**src/hdl/sa_ctrl_pkg.sv**
```systemverilog
package sa_ctrl_pkg;

    //////////////////////////////////////////////////
    // Array geometry and field widths
    //////////////////////////////////////////////////

    localparam int N_ROWS      = 4;
    localparam int N_COLS      = 4;
    localparam int MAX_FILTER  = 3;
    localparam int SEL_W       = 2;
    localparam int NCOL_W      = 2;
    localparam int TR_W        = 2;
    localparam int ROM_ADDR_W  = 10;
    localparam int FEAT_ADDR_W = 16;
    localparam int CH_W        = 6;
    localparam int ROUND_W     = 4;

    // Phase lengths in cycles
    localparam int READY_CYCLES = 3;
    localparam int DRAIN_BASE   = 7;

    // Counter widths for the fixed-length phases
    localparam int LOAD_CNT_W  = $clog2(N_COLS);
    localparam int READY_CNT_W = $clog2(READY_CYCLES);
    localparam int DRAIN_CNT_W = $clog2(DRAIN_BASE + 2 * (MAX_FILTER - 1));

    //////////////////////////////////////////////////
    // Packed types
    //////////////////////////////////////////////////

    // Per-row control word, 7 bits
    typedef struct packed {
        logic [SEL_W-1:0]  f_sel;
        logic [NCOL_W-1:0] num_cols;
        logic [TR_W-1:0]   sel_tr;
        logic              en_adder;
    } row_cfg_t;

    // One signal ROM word, row 0 in the low bits
    typedef row_cfg_t [N_ROWS-1:0] rom_word_t;

    typedef struct packed {
        logic [NCOL_W-1:0]      filter_size;
        logic [CH_W-1:0]        total_channels;
        logic [ROUND_W-1:0]     filter_rounds;
        logic [ROUND_W-1:0]     input_rounds;
        logic [FEAT_ADDR_W-1:0] inputs_per_round;
    } layer_cfg_t;

    // Strobes decoded from the current phase
    typedef struct packed {
        logic rst;
        logic load;
        logic ready;
        logic start_op;
        logic rd_feature;
    } seq_ctrl_t;

    typedef enum logic [3:0] {
        IDLE          = 4'd0,
        LOAD          = 4'd1,
        WAIT_WEIGHT   = 4'd2,
        READY         = 4'd3,
        START         = 4'd4,
        DRAIN         = 4'd5,
        STORE         = 4'd6,
        NEXT_CHANNELS = 4'd7,
        NEXT_FILTERS  = 4'd8,
        NEXT_INPUT    = 4'd9,
        WAIT_BRAM     = 4'd10
    } phase_t;

endpackage

```
**src/hdl/sa_rom_decode.sv**
```systemverilog
`timescale 1ns/1ps

module sa_rom_decode (
    input  logic                                                   clk_i,
    input  logic                                                   sel_mux_tr_rst,
    input  sa_ctrl_pkg::seq_ctrl_t                                 ctrl_i,
    input  sa_ctrl_pkg::rom_word_t                                 rom_data_i,
    output logic [sa_ctrl_pkg::ROM_ADDR_W-1:0]                     rom_addr_o,
    output logic [sa_ctrl_pkg::N_ROWS-1:0][sa_ctrl_pkg::NCOL_W-1:0] num_cols_o,
    output sa_ctrl_pkg::row_cfg_t [sa_ctrl_pkg::N_ROWS-1:0]         row_cfg_o
);
    import sa_ctrl_pkg::*;

    // Registered fields handed to the array
    rom_word_t                   cfg_q;
    // First stage of the transpose select
    logic [N_ROWS-1:0][TR_W-1:0] tr_pre_q;

    //////////////////////////////////////////////////
    // ROM address
    //////////////////////////////////////////////////

    // Only cleared while idle, so it keeps counting across passes
    always_ff @(posedge clk_i or posedge sel_mux_tr_rst) begin
        if (sel_mux_tr_rst) begin
            rom_addr_o <= '0;
        end else if (ctrl_i.rst) begin
            rom_addr_o <= '0;
        end else if (ctrl_i.load) begin
            rom_addr_o <= rom_addr_o + 1'b1;
        end
    end

    //////////////////////////////////////////////////
    // Field registers
    //////////////////////////////////////////////////

    // Column counts of the word on the bus right now
    always_comb begin
        for (int r = 0; r < N_ROWS; r++) begin
            num_cols_o[r] = rom_data_i[r].num_cols;
        end
    end

    // sel_tr lags one load behind the other fields
    always_ff @(posedge clk_i or posedge sel_mux_tr_rst) begin
        if (sel_mux_tr_rst) begin
            cfg_q    <= '0;
            tr_pre_q <= '0;
        end else if (ctrl_i.rst) begin
            cfg_q    <= '0;
            tr_pre_q <= '0;
        end else if (ctrl_i.load) begin
            for (int r = 0; r < N_ROWS; r++) begin
                cfg_q[r].f_sel    <= rom_data_i[r].f_sel;
                cfg_q[r].num_cols <= rom_data_i[r].num_cols;
                cfg_q[r].en_adder <= rom_data_i[r].en_adder;
                cfg_q[r].sel_tr   <= tr_pre_q[r];
                tr_pre_q[r]       <= rom_data_i[r].sel_tr;
            end
        end
    end

    assign row_cfg_o = cfg_q;

endmodule

```
**src/hdl/sa_phase_seq.sv**
```systemverilog
`timescale 1ns/1ps

module sa_phase_seq (
    input  logic                                  clk_i,
    input  logic                                  sel_mux_tr_rst,
    input  sa_ctrl_pkg::layer_cfg_t               layer_cfg_i,
    input  logic                                  input_ready_i,
    input  logic                                  weight_ready_i,
    input  logic                                  bram_ready_i,
    output sa_ctrl_pkg::seq_ctrl_t                ctrl_o,
    output logic [sa_ctrl_pkg::NCOL_W-1:0]        filter_size_o,
    output logic [sa_ctrl_pkg::FEAT_ADDR_W-1:0]   feat_addr_o,
    output logic                                  layer_done_o
);
    import sa_ctrl_pkg::*;

    phase_t                  state_q;
    phase_t                  state_d;
    phase_t                  resume_ph;
    layer_cfg_t              cfg_q;

    logic [LOAD_CNT_W-1:0]   load_cnt_q;
    logic [READY_CNT_W-1:0]  ready_cnt_q;
    logic [FEAT_ADDR_W-1:0]  start_cnt_q;
    logic [DRAIN_CNT_W-1:0]  drain_cnt_q;
    logic [DRAIN_CNT_W-1:0]  drain_last;

    // One spare bit so the accumulator cannot wrap past total_channels
    logic [CH_W:0]           ch_cnt_q;
    logic [CH_W:0]           ch_step;
    logic [ROUND_W-1:0]      filt_rnd_q;
    logic [ROUND_W-1:0]      in_rnd_q;
    logic [ROUND_W-1:0]      filt_rnd_nxt;
    logic [ROUND_W-1:0]      in_rnd_nxt;

    logic load_last;
    logic ready_last;
    logic start_last;
    logic drain_done;
    logic ch_full;
    logic filt_wrap;
    logic layer_end;

    //////////////////////////////////////////////////
    // Phase end conditions
    //////////////////////////////////////////////////

    assign load_last  = (load_cnt_q == LOAD_CNT_W'(N_COLS - 1));
    assign ready_last = (ready_cnt_q == READY_CNT_W'(READY_CYCLES - 1));
    assign start_last = (start_cnt_q == cfg_q.inputs_per_round - FEAT_ADDR_W'(1));

    // Pipeline depth grows by two cycles per extra filter row
    assign drain_last = DRAIN_CNT_W'(DRAIN_BASE - 1 + 2 * (int'(cfg_q.filter_size) - 1));
    assign drain_done = (drain_cnt_q == drain_last);

    assign ch_full      = (ch_cnt_q >= {1'b0, cfg_q.total_channels});
    assign filt_rnd_nxt = filt_rnd_q + 1'b1;
    assign in_rnd_nxt   = in_rnd_q + 1'b1;
    assign filt_wrap    = (filt_rnd_nxt == cfg_q.filter_rounds);
    assign layer_end    = filt_wrap && (in_rnd_nxt == cfg_q.input_rounds);

    // Channels covered per pass, N_ROWS / filter_size
    always_comb begin
        case (cfg_q.filter_size)
            2'd2:    ch_step = (CH_W + 1)'(N_ROWS / 2);
            2'd3:    ch_step = (CH_W + 1)'(N_ROWS / 3);
            default: ch_step = (CH_W + 1)'(N_ROWS);
        endcase
    end

    //////////////////////////////////////////////////
    // Phase FSM
    //////////////////////////////////////////////////

    // Shared exit rule of idle and the three next phases
    always_comb begin
        if (input_ready_i && weight_ready_i) begin
            resume_ph = LOAD;
        end else if (input_ready_i) begin
            resume_ph = WAIT_WEIGHT;
        end else begin
            resume_ph = state_q;
        end
    end

    always_comb begin
        state_d = state_q;
        case (state_q)
            IDLE, NEXT_CHANNELS, NEXT_FILTERS, NEXT_INPUT: state_d = resume_ph;
            WAIT_WEIGHT: if (weight_ready_i) state_d = LOAD;
            LOAD:        if (load_last) state_d = WAIT_BRAM;
            WAIT_BRAM:   if (bram_ready_i) state_d = READY;
            READY:       if (ready_last) state_d = START;
            START:       if (start_last) state_d = DRAIN;
            DRAIN: begin
                if (drain_done) begin
                    state_d = ch_full ? STORE : NEXT_CHANNELS;
                end
            end
            STORE: begin
                if (layer_end) begin
                    state_d = IDLE;
                end else if (filt_wrap) begin
                    state_d = NEXT_INPUT;
                end else begin
                    state_d = NEXT_FILTERS;
                end
            end
            default: state_d = IDLE;
        endcase
    end

    always_ff @(posedge clk_i or posedge sel_mux_tr_rst) begin
        if (sel_mux_tr_rst) begin
            state_q <= IDLE;
        end else begin
            state_q <= state_d;
        end
    end

    always_comb begin
        ctrl_o = '0;
        case (state_q)
            IDLE:  ctrl_o.rst = 1'b1;
            LOAD:  ctrl_o.load = 1'b1;
            READY: begin
                ctrl_o.ready      = 1'b1;
                ctrl_o.rd_feature = 1'b1;
            end
            START: begin
                ctrl_o.start_op   = 1'b1;
                ctrl_o.rd_feature = 1'b1;
            end
            DRAIN: ctrl_o.start_op = 1'b1;
            default: ctrl_o = '0;
        endcase
    end

    //////////////////////////////////////////////////
    // Counters and layer registers
    //////////////////////////////////////////////////

    // Layer parameters follow the inputs only while idle
    always_ff @(posedge clk_i or posedge sel_mux_tr_rst) begin
        if (sel_mux_tr_rst) begin
            cfg_q <= '0;
        end else if (state_q == IDLE) begin
            cfg_q <= layer_cfg_i;
        end
    end

    // Each phase counter restarts outside its own phase
    always_ff @(posedge clk_i or posedge sel_mux_tr_rst) begin
        if (sel_mux_tr_rst) begin
            load_cnt_q  <= '0;
            ready_cnt_q <= '0;
            start_cnt_q <= '0;
            drain_cnt_q <= '0;
        end else begin
            load_cnt_q  <= (state_q == LOAD)  ? load_cnt_q + 1'b1  : '0;
            ready_cnt_q <= (state_q == READY) ? ready_cnt_q + 1'b1 : '0;
            start_cnt_q <= (state_q == START) ? start_cnt_q + 1'b1 : '0;
            drain_cnt_q <= (state_q == DRAIN) ? drain_cnt_q + 1'b1 : '0;
        end
    end

    always_ff @(posedge clk_i or posedge sel_mux_tr_rst) begin
        if (sel_mux_tr_rst) begin
            ch_cnt_q   <= '0;
            filt_rnd_q <= '0;
            in_rnd_q   <= '0;
        end else if (state_q == IDLE) begin
            ch_cnt_q   <= '0;
            filt_rnd_q <= '0;
            in_rnd_q   <= '0;
        end else if (state_q == START && start_last) begin
            ch_cnt_q <= ch_cnt_q + ch_step;
        end else if (state_q == STORE) begin
            ch_cnt_q <= '0;
            if (filt_wrap) begin
                filt_rnd_q <= '0;
                in_rnd_q   <= layer_end ? '0 : in_rnd_nxt;
            end else begin
                filt_rnd_q <= filt_rnd_nxt;
            end
        end
    end

    // Feature address, rewound on drain entry
    always_ff @(posedge clk_i or posedge sel_mux_tr_rst) begin
        if (sel_mux_tr_rst) begin
            feat_addr_o <= '0;
        end else if (state_q == START && start_last) begin
            feat_addr_o <= '0;
        end else if (ctrl_o.rd_feature) begin
            feat_addr_o <= feat_addr_o + 1'b1;
        end
    end

    assign layer_done_o  = (state_q == STORE) && layer_end;
    assign filter_size_o = cfg_q.filter_size;

endmodule

```
**src/hdl/sa_array_map.sv**
```systemverilog
`timescale 1ns/1ps

module sa_array_map (
    input  logic                                                   clk_i,
    input  logic                                                   sel_mux_tr_rst,
    input  sa_ctrl_pkg::seq_ctrl_t                                 ctrl_i,
    input  logic [sa_ctrl_pkg::NCOL_W-1:0]                         filter_size_i,
    input  logic [sa_ctrl_pkg::N_ROWS-1:0][sa_ctrl_pkg::NCOL_W-1:0] num_cols_i,
    output logic [sa_ctrl_pkg::N_ROWS-1:0][sa_ctrl_pkg::NCOL_W-1:0] row_num_o,
    output logic [sa_ctrl_pkg::N_ROWS-1:0][sa_ctrl_pkg::NCOL_W-1:0] column_num_o,
    output logic [sa_ctrl_pkg::N_ROWS-1:0]                         sel_mux_node_o
);
    import sa_ctrl_pkg::*;

    logic [N_ROWS-1:0][NCOL_W-1:0] col_cnt_q;

    // Rows are numbered 1..filter_size, repeating down the array
    always_comb begin
        logic [NCOL_W-1:0] idx;
        idx = '0;
        for (int r = 0; r < N_ROWS; r++) begin
            if (idx == filter_size_i) begin
                idx = '0;
            end
            row_num_o[r]      = idx + NCOL_W'(1);
            // Last row of a filter group feeds the node adder directly
            sel_mux_node_o[r] = (row_num_o[r] != filter_size_i);
            idx               = idx + NCOL_W'(1);
        end
    end

    //////////////////////////////////////////////////
    // Column counters
    //////////////////////////////////////////////////

    always_ff @(posedge clk_i or posedge sel_mux_tr_rst) begin
        if (sel_mux_tr_rst) begin
            col_cnt_q    <= '0;
            column_num_o <= '0;
        end else if (ctrl_i.rst) begin
            col_cnt_q <= '0;
        end else if (ctrl_i.load) begin
            for (int r = 0; r < N_ROWS; r++) begin
                column_num_o[r] <= num_cols_i[r] - col_cnt_q[r];
                if (col_cnt_q[r] == num_cols_i[r] - NCOL_W'(1)) begin
                    col_cnt_q[r] <= '0;
                end else begin
                    col_cnt_q[r] <= col_cnt_q[r] + 1'b1;
                end
            end
        end
    end

endmodule

```
**src/hdl/sa_ctrl_top.sv**
```systemverilog
`timescale 1ns/1ps

module sa_ctrl_top (
    input  logic                                                   clk_i,
    input  logic                                                   sel_mux_tr_rst,
    input  sa_ctrl_pkg::layer_cfg_t                                layer_cfg_i,
    input  logic                                                   input_ready_i,
    input  logic                                                   weight_ready_i,
    input  logic                                                   bram_ready_i,
    input  sa_ctrl_pkg::rom_word_t                                 rom_data_i,
    output logic [sa_ctrl_pkg::ROM_ADDR_W-1:0]                     rom_addr_o,
    output logic [sa_ctrl_pkg::FEAT_ADDR_W-1:0]                    feat_addr_o,
    output logic                                                   rst_o,
    output logic                                                   load_o,
    output logic                                                   ready_o,
    output logic                                                   start_op_o,
    output logic                                                   rd_feature_o,
    output logic                                                   layer_done_o,
    output sa_ctrl_pkg::row_cfg_t [sa_ctrl_pkg::N_ROWS-1:0]         row_cfg_o,
    output logic [sa_ctrl_pkg::N_ROWS-1:0][sa_ctrl_pkg::NCOL_W-1:0] row_num_o,
    output logic [sa_ctrl_pkg::N_ROWS-1:0][sa_ctrl_pkg::NCOL_W-1:0] column_num_o,
    output logic [sa_ctrl_pkg::N_ROWS-1:0]                         sel_mux_node_o
);
    import sa_ctrl_pkg::*;

    seq_ctrl_t                     ctrl;
    logic [NCOL_W-1:0]             filter_size;
    logic [N_ROWS-1:0][NCOL_W-1:0] num_cols;

    sa_phase_seq u_phase_seq (
        .clk_i          (clk_i),
        .sel_mux_tr_rst (sel_mux_tr_rst),
        .layer_cfg_i    (layer_cfg_i),
        .input_ready_i  (input_ready_i),
        .weight_ready_i (weight_ready_i),
        .bram_ready_i   (bram_ready_i),
        .ctrl_o         (ctrl),
        .filter_size_o  (filter_size),
        .feat_addr_o    (feat_addr_o),
        .layer_done_o   (layer_done_o)
    );

    sa_rom_decode u_rom_decode (
        .clk_i          (clk_i),
        .sel_mux_tr_rst (sel_mux_tr_rst),
        .ctrl_i         (ctrl),
        .rom_data_i     (rom_data_i),
        .rom_addr_o     (rom_addr_o),
        .num_cols_o     (num_cols),
        .row_cfg_o      (row_cfg_o)
    );

    sa_array_map u_array_map (
        .clk_i          (clk_i),
        .sel_mux_tr_rst (sel_mux_tr_rst),
        .ctrl_i         (ctrl),
        .filter_size_i  (filter_size),
        .num_cols_i     (num_cols),
        .row_num_o      (row_num_o),
        .column_num_o   (column_num_o),
        .sel_mux_node_o (sel_mux_node_o)
    );

    // Phase strobes out to the array and memories
    assign rst_o        = ctrl.rst;
    assign load_o       = ctrl.load;
    assign ready_o      = ctrl.ready;
    assign start_op_o   = ctrl.start_op;
    assign rd_feature_o = ctrl.rd_feature;

endmodule

```
**config.mk**
```make
export PLATFORM = sky130hd
export DESIGN_NAME = sa_ctrl_top
export DESIGN_NICKNAME = d
export VERILOG_FILES = /design/src/hdl/sa_ctrl_pkg.sv /design/src/hdl/sa_rom_decode.sv /design/src/hdl/sa_phase_seq.sv /design/src/hdl/sa_array_map.sv /design/src/hdl/sa_ctrl_top.sv
export SDC_FILE = /design/constraint.sdc
export NUM_CORES = 1
export LEC_CHECK = 0
export BUFFER_PORTS_ARGS = -buffer_cell sky130_fd_sc_hd__buf_2
export CORE_MARGIN = 2
export CORE_UTILIZATION = 45
export CTS_BUF_LIST = sky130_fd_sc_hd__clkbuf_4 sky130_fd_sc_hd__clkbuf_8 sky130_fd_sc_hd__clkbuf_16
export DETAILED_ROUTE_END_ITERATION = 8
export PLACE_DENSITY = 0.64
export SLEW_MARGIN = 15
export SYNTH_ARGS = -nofsm -noshare
export SYNTH_HDL_FRONTEND = slang
export SYNTH_SLANG_ARGS = --single-unit
```
**constraint.sdc**
```tcl
create_clock -name clk_i -period 5.9 [get_ports clk_i]
set_input_delay 0.59 -clock clk_i [delete_from_list [all_inputs] [get_ports clk_i]]
set_output_delay 0.59 -clock clk_i [all_outputs]
set_load 0.01 [all_outputs]
```
# Word level (Yosys, flattened, before mapping)
# Index checks and enable logic that the tools add are counted.
# classes
addsub	27
order_cmp	1
eq_ne	37
n_mux	51
n_bitwise	1
n_reduce_logical	17
# ops
operator	count
$mux W4	19
$mux W28	2
$mux W16	3
$add A16 B1 Y16 const B	2
$mux W8	4
$pmux W4 S8	1
$mux W7	3
$mux W10	2
$add A2 B1 Y2 const B	9
$eq A16 B16 Y1	1
$eq A4 B3 Y1 const B	4
$mux W2	8
$sub A16 B1 Y16 const B	1
$add A4 B1 Y4 const B	3
$eq A2 B2 Y1	6
$eq A4 B4 Y1	3
$eq A4 B4 Y1 const B	3
$add A10 B1 Y10 const B	1
$ne A2 B1 Y1 const B	5
$eq A2 B2 Y1 const B	4
$eq A4 B2 Y1 const B	2
$mux W1	8
$reduce_bool A2 Y1	4
$sub A2 B1 Y2 const B	4
21 further kinds	32
# word_totals
register_bits	153
inputBits	65
output_inout_bits	80
elab_cells	177

# Logic depth before layout (Yosys ltp)
# Gate-level depths: netlist of the first run.
# depth
depth_word	10
mapped_depth	11
mapped_depth_nobuf	9

# Cells and area by module
# Synthesis of the first run repeated with hierarchy kept, for this count alone.
# hier_totals
hier_cells	861
area_unflattened_um2	8210.4
# by_module_without_submodules
module	n_inst	cells_per_inst	area_each_um2	seq_area_each_um2
sa_phase_seq	1	582	5207.5	2277.2
sa_rom_decode	1	172	1983.2	1151.1
sa_array_map	1	107	1019.7	400.4

# Worst setup path before layout of the first run
# OpenSTA, ideal clock, no wires.
# synth_path
kind	register to register
from	register u_phase_seq.cfg_q (netlist bit u_phase_seq.filter_size_o[0])
to	register u_phase_seq.state_q[0]
setup_time_ns	0.139
arrival_ns	2.396
t_required_ns	5.761
setup_slack_ns	3.365
path_stages_with_launch	10
n_path_buf	0
synth_period_minus_slack_ns	2.535
cell_sequence	dfrtp_1 inv_1 ha_1 xnor2_1 or3_1 a211oi_1 nor2_1 a211oi_1 nor4b_1 a211oi_1
# synth_between
elab_chain_cells	5
# synth_lines
element	line_no	rtl
start, declared	sa_phase_seq.sv:20	layer_cfg_t cfg_q;
start signal, assigned	sa_phase_seq.sv:148	cfg_q <= layer_cfg_i;
$sub A2 B1 Y3	sa_phase_seq.sv:53	assign drain_last = DRAIN_CNT_W'(DRAIN_BASE - 1 + 2 * (int'(cfg_q.filter_size) - 1));
$add A4 B4 Y4	sa_phase_seq.sv:53	
$eq A4 B4 Y1	sa_phase_seq.sv:54	assign drain_done = (drain_cnt_q == drain_last);
$ne A2 B1 Y1 (no source line)	n/a	
$reduce_and A7 Y1 (no source line)	n/a	
end signal, assigned	sa_phase_seq.sv:117	state_q <= state_d;
end, declared	sa_phase_seq.sv:17	phase_t state_q;
# No other way between the ends.
# A chain may end at the register's enable or synchronous reset.

# Worst setup path in the final report of the first run
# layout_path
from	register u_phase_seq.state_q[0]
to	output layer_done_o
# layout_between
elab_chain_cells	2
# layout_lines
element	line_no	rtl
$eq A4 B3 Y1	sa_phase_seq.sv:200	assign layer_done_o = (state_q == STORE) && layer_end;
$logic_and A1 B1 Y1	sa_phase_seq.sv:200	
end, declared	sa_ctrl_top.sv:18	output logic layer_done_o,
# No other way between the ends.

==> impl_metrics.env, run 1 <==
export IMPL_synth_edff_count=0
export IMPL_layout_commonest_cell="nand2_1"
export IMPL_finalMaxSlewViolations=0
export IMPL_fmax_mhz=256
export IMPL_status="finished clean"
export IMPL_dieArea_um2=18800
export IMPL_antenna_found_initial=1
export IMPL_vias=6299
export IMPL_gp_congestion=0.821
export IMPL_timing_worst_setup_path_type="flop to primary output"
export IMPL_fin_nets=1086
export IMPL_antenna_left=0
export IMPL_max_slew_margin_pct=28.8
export IMPL_syn_area_um2=8000
export IMPL_comb_power_share_pct=38.9
export IMPL_setup_violations_final=0
export IMPL_start_util_pct=46.1
export IMPL_core_um2=17400
export IMPL_worst_setup_path_start_kind="flop"
export IMPL_netSwitchingPower_uw=1930
export IMPL_antenna_cells=0
export IMPL_cts_max_path_buffers=2
export IMPL_drt_iter0_markers=399
export IMPL_worstHoldPathType="input pin to asynchronous set/reset pin"
export IMPL_h_tree_depth=4
export IMPL_skew_ns=0.00830
export IMPL_grt_max_degree=95
export IMPL_layout_common_cells="nand2_1 (199), dfrtp_1 (152), buf_2 (142)"
export IMPL_grt_ovfl_total=0
export IMPL_io_pins=145
export IMPL_drive_gt1_share_pct=20.8
export IMPL_fill_cells=1608
export IMPL_power_leakage_uw=0.00476
export IMPL_async_reset_ff_share_pct=100
export IMPL_drc=0
export IMPL_ys_seq_area_share_pct=47.9
export IMPL_ir_drop_uv=277
export IMPL_via_per_inst=5.11
export IMPL_synth_cell_types=65
export IMPL_swShare_pct=41.5
export IMPL_wire_per_inst_um=14.2
export IMPL_root_buffer="clkbuf_16"
export IMPL_synth_warning_count=0
export IMPL_avgSynthCellArea_um2=9.20
export IMPL_rsz0062_at_grt="false"
export IMPL_pwr_density_cell_nw_per_um2=495
export IMPL_clock_latency_ns=0.43
export IMPL_cts_buffers=17
export IMPL_arrival_ns=3.32
export IMPL_ys_ff_latch=153
export IMPL_seq_area_um2=3830
export IMPL_layout_min_cycle_time_ns=3.91
export IMPL_cap_violations=0
export IMPL_cts_sinks=153
export IMPL_hold_viol_final=0
export IMPL_grt_pass1_vias=6010
export IMPL_crit_required_ns=5.31
export IMPL_numPortBuffers=142
export IMPL_hpwlAfterDp_mm=12.1
export IMPL_period_share_pct=66.2
export IMPL_p_int_uw=2730
export IMPL_finalInstanceArea_um2=9410
export IMPL_synth_flop_cell="dfrtp_1"
export IMPL_rows=48
export IMPL_cp_end_kind="primary output"
export IMPL_die_h_um=137
export IMPL_syn_instance_count=869
export IMPL_seqPwrFrac_pct=37.4
export IMPL_drt_total_wl_mm=17.4
export IMPL_cts_resized_gates=0
export IMPL_worstMarginPinSlew_ns=1.07
export IMPL_postCtsHoldBufs=0
export IMPL_cts_setup_buffers=0
export IMPL_clkPwrFrac_pct=23.7
export IMPL_placed_area_um2=8810
export IMPL_die_x_um=137
export IMPL_grt_pass1_wl_mm=29.0
export IMPL_crit_fanout=57
export IMPL_grt_total_usage_pct=19.6
export IMPL_clk_pin_slew_ns=0.07
export IMPL_area_growth_pct=17.7
export IMPL_tns_ns=0
export IMPL_cts_tree="built"
export IMPL_synthesis_nets=961
export IMPL_multi_input_area_um2=3850
export IMPL_firstDrtPassIters=4
[path summary, 6_finish.rpt]
kind | start | to | slack, ns | cells after the start
max in group asynchronous | sel_mux_tr_rst | u_phase_seq.cfg_q[20] | 4.27 | 3
setup / recovery | u_phase_seq.state_q[0] | layer_done_o | 1.99 | 5
min in group clk_i | layer_cfg_i[7] | u_phase_seq.cfg_q[7] | 0.35 | 3
hold / removal | sel_mux_tr_rst | u_phase_seq.feat_addr_o[5] | 0.33 | 2
setup reg to reg | u_phase_seq.cfg_q[0] | u_phase_seq.ch_cnt_q[1] | 2.51 | 9
hold reg to reg | u_phase_seq.load_cnt_q[0] | u_phase_seq.load_cnt_q[0] | 0.43 | 1
[power groups by stage]
stage | combinational (µW) | sequential, µW | clock, µW
after floorplan | 1400 | 1670 | 0
after CTS | 1850 | 1750 | 1130
after global placement | 1800 | 1760 | 0
final | 1810 | 1740 | 1100
after global routing | 2070 | 1810 | 1180
after detailed placement | 1840 | 1760 | 0
[per-stage QoR]
step                      hold WS [ns]  power, µW  instances  utilization [%]  setup slack [ns]
final                            0.328       4660       1232             54.2              1.99
after global routing             0.346       5060       1232             54.2              1.62
after CTS                        0.331       4720       1232             54.2              1.93
after detailed placement         0.423       3600       1200             50.8              2.40
after global placement           0.418       3560       1200             50.8              2.43
after floorplan                  0.403       3070        869                -              1.19
[final cells by class]
type,instances,area share (%)
Sequential cell,153,40.7
Tap cell,225,2.99
Timing Repair Buffer,144,7.71
Clock buffer,17,4.52
Clock inverter,15,1.89
Multi-Input combinational cell,647,40.9
Inverter,31,1.29
[Yosys cell counts, types with 2 or more instances]
cell type | number | share of area, %
and2_1 | 6 | 0.47
xnor2_1 | 41 | 4.5
nor3b_1 | 3 | 0.28
nand3_1 | 59 | 3.7
xor2_1 | 28 | 3.1
nor3_1 | 12 | 0.75
o21ai_2 | 6 | 0.66
ha_1 | 26 | 4.1
and3_1 | 12 | 0.94
buf_6 | 4 | 0.56
nor2_1 | 70 | 3.3
or3_1 | 7 | 0.55
nand2_1 | 200 | 9.4
nor4b_1 | 2 | 0.22
buf_1 | 2 | 0.094
a21oi_1 | 16 | 1.0
nor4_1 | 3 | 0.23
inv_1 | 30 | 1.4
o2111ai_1 | 4 | 0.44
buf_4 | 4 | 0.38
nand4_1 | 16 | 1.3
mux2_2 | 7 | 0.99
or4_4 | 2 | 0.28
a211oi_1 | 4 | 0.38
xor3_1 | 2 | 0.59
dfrtp_1 | 153 | 48
nor2b_1 | 4 | 0.31
nand3b_1 | 3 | 0.28
nor4_4 | 2 | 0.53
a21o_1 | 8 | 0.75
conb_1 | 2 | 0.094
a31oi_1 | 2 | 0.16
mux2i_1 | 6 | 0.75
nand2b_1 | 9 | 0.70
o31ai_1 | 4 | 0.38
o21ai_0 | 50 | 3.1
a22o_1 | 7 | 0.77
clkbuf_1 | 26 | 1.2
[state kept, by name, indices dropped and copies added, names as in the netlist, 4 cells and up]
signal and flops:
u_phase_seq.ch_cnt_q 7, u_phase_seq.in_rnd_q 4, u_rom_decode.rom_addr_o 10, u_array_map.column_num_o 8, u_rom_decode.tr_pre_q 8, u_phase_seq.feat_addr_o 16
u_phase_seq.drain_cnt_q 4, u_rom_decode.row_cfg_o 28, u_phase_seq.cfg_q 30, u_phase_seq.start_cnt_q 16, u_phase_seq.filt_rnd_q 4, u_phase_seq.state_q 4
u_array_map.col_cnt_q 8
[critical path: stages, from the launching register on]
cell,delay [ns]
dfrtp_2,0.99
nor2_1,0.16
nand2_1,0.69
inv_2,0.55
nor3_1,0.28
buf_2,0.17
[metal layers]
metal  share of wire [%]  track usage, %  vias to the layer above
met1                  46            26.3                     2991
met5               0.063               0                        -
met3                 5.5            5.85                       16
li1                    -               -                     3184
met2                  47            30.8                      106
met4                 1.0            5.73                        2
[kinds of logic (layout without fill, tap and decap cells)]
logic type / count (synthesis) / after routing / synth area share, %
xor+xnor: 72 / 72 / 8.44
other cells: 2 / 2 / 0.0939
flops: 153 / 153 / 47.9
fa+ha+maj: 27 / 27 / 4.32
buf+inv: 69 / 207 / 4.02
compound gates: 111 / 111 / 8.84
simple gates: 422 / 422 / 24.7
mux: 13 / 13 / 1.74
Power figures use the tool's default switching activity.
==> run 2, diff against run 1 <==
==> constraint.sdc (replaced) <==
create_clock -name clk_i -period 3.81 [get_ports clk_i]
set_input_delay 0.381 -clock clk_i [delete_from_list [all_inputs] [get_ports clk_i]]
set_output_delay 0.381 -clock clk_i [all_outputs]
set_load 0.01 [all_outputs]
==> run 2 against run 1 <==
  * Die area unchanged
  * Flip-flop and latch count stayed put
  * Largest cell class unchanged
  * Via count increased by 1.0%
  * Largest power group unchanged
  * Critical path depth rose by 5
==> impl_metrics.env, run 2 (synthesis results as in run 1) <==
export IMPL_core_um2=17400
export IMPL_rrSetupSlack_ns=0.88
export IMPL_max_slew_margin_pct=34.5
export IMPL_setup_violations_final=0
export IMPL_rsz0062_at_grt="false"
export IMPL_hold_viol_final=0
export IMPL_layout_common_cells="nand2_1 (199), dfrtp_1 (152), buf_2 (142)"
export IMPL_power_leakage_uw=0.00479
export IMPL_rr_worst_depth=10
export IMPL_period_share_pct=76.9
export IMPL_numPortBuffers=142
export IMPL_via_per_inst=5.13
export IMPL_skew_ns=0.0102
export IMPL_root_buffer="clkbuf_16"
export IMPL_grt_max_degree=59
export IMPL_hold_depth=3
export IMPL_drt_total_wl_mm=18.4
export IMPL_reg2reg_to="u_phase_seq.ch_cnt_q[1]"
export IMPL_worst_setup_path_start_kind="flop"
export IMPL_grt_ovfl_total=0
export IMPL_worstMarginPinSlew_ns=0.981
export IMPL_cts_max_path_buffers=2
export IMPL_finalMaxSlewViolations=0
export IMPL_worstHoldPathType="input pin to flop"
export IMPL_status="finished clean"
export IMPL_drt_iter0_markers=375
export IMPL_cts_setup_buffers=0
export IMPL_grt_pass1_wl_mm=30.2
export IMPL_hold_end="u_phase_seq.cfg_q[16]"
export IMPL_drive_gt1_share_pct=21.3
export IMPL_cap_violations=0
export IMPL_tns_ns=0
export IMPL_antenna_found_initial=2
export IMPL_largest_reg_flops=30
export IMPL_clock_latency_ns=0.43
export IMPL_crit_fanout=23
export IMPL_gp_congestion=0.812
export IMPL_fin_nets=1093
export IMPL_timing_rr_start="u_phase_seq.cfg_q[0]"
export IMPL_start_util_pct=46.1
export IMPL_wire_per_inst_um=14.8
export IMPL_finalInstanceArea_um2=9480
export IMPL_die_h_um=137
export IMPL_power_uw=7280
export IMPL_cp_end_kind="flop"
export IMPL_timing_worst_setup_path_type="flop to flop"
export IMPL_cts_tree="built"
export IMPL_io_pins=145
export IMPL_grt_pass1_vias=6171
export IMPL_dieArea_um2=18800
export IMPL_firstDrtPassIters=5
export IMPL_crit_required_ns=4.16
export IMPL_area_growth_pct=18.5
export IMPL_cts_sinks=153
export IMPL_die_x_um=137
export IMPL_min_delay_start="layer_cfg_i[16]"
export IMPL_hpwlAfterDp_mm=12.8
export IMPL_antenna_left=0
export IMPL_layout_commonest_cell="nand2_1"
export IMPL_rows=48
export IMPL_pwr_density_cell_nw_per_um2=768
export IMPL_cts_resized_gates=0
export IMPL_placed_area_um2=8900
export IMPL_postCtsHoldBufs=0
export IMPL_layout_min_cycle_time_ns=2.93
export IMPL_cts_buffers=17
export IMPL_ir_drop_uv=396
export IMPL_fmax_mhz=341
export IMPL_h_tree_depth=4
export IMPL_grt_total_usage_pct=20.4
export IMPL_vias=6363
export IMPL_drc=0
export IMPL_clk_pin_slew_ns=0.07
export IMPL_regMostFlops="u_phase_seq.cfg_q"
export IMPL_arrival_ns=3.28
## run 2: power breakdown
part / switching (µW) / internal, µW
sequential: 494 / 2140
combinational: 1790 / 1200
clock: 730 / 930
## run 2: area by class of cell
class / instances / area, µm²
inverters: 31 / 120
fillers: 1576 / 7880
diodes: 1 / 2.50
well taps: 225 / 282
clock buffers: 18 / 439
repair buffers: 151 / 816
multi-input cells: 647 / 3850
clock inverters: 14 / 135
flip-flops and latches: 153 / 3830
## run 2: through the flow
step                util [%]  setup WS (ns)  std cells  hold slack [ns]
floorplan                  -           1.28        869            0.403
global placement        51.3           1.00       1207            0.418
detailed placement      51.3          0.854       1207            0.416
CTS                     54.6          0.849       1239            0.123
global route            54.6          0.569       1240            0.139
finish                  54.6          0.879       1240            0.138
## run 2: worst max-delay path, stage by stage, from the launching register on
cell and delay [ns]:
dfrtp_1 0.42, inv_1 0.09, ha_1 0.18, nor3b_1 0.55, nand4b_1 0.19, xnor2_1 0.19, nand2_1 0.11, nor4_4 0.38
and3_1 0.21, buf_4 0.30, mux2i_1 0.22
## run 2: worst max-delay path by stage
stage / start / end / slack [ns] / cells past startpoint
after CTS: u_phase_seq.filter_size_o[0] / u_phase_seq.state_q[0] / 0.85 / 9
final: u_phase_seq.cfg_q[0] / u_phase_seq.ch_cnt_q[1] / 0.88 / 10
after global routing: u_phase_seq.filter_size_o[0] / u_phase_seq.state_q[0] / 0.57 / 9
after floorplan: u_phase_seq.filter_size_o[0] / u_phase_seq.state_q[0] / 1.28 / 9
after detailed placement: u_phase_seq.filter_size_o[0] / u_phase_seq.state_q[0] / 0.85 / 9
after global placement: u_phase_seq.cfg_q[0] / u_phase_seq.ch_cnt_q[0] / 1.0 / 10
## run 2: routing by layer
layer / wire length [µm] / GRT usage [%]
met5: 13 / 0
met4: 184 / 6.07
met3: 1000 / 5.56
met2: 8810 / 33.2
met1: 8370 / 26.7
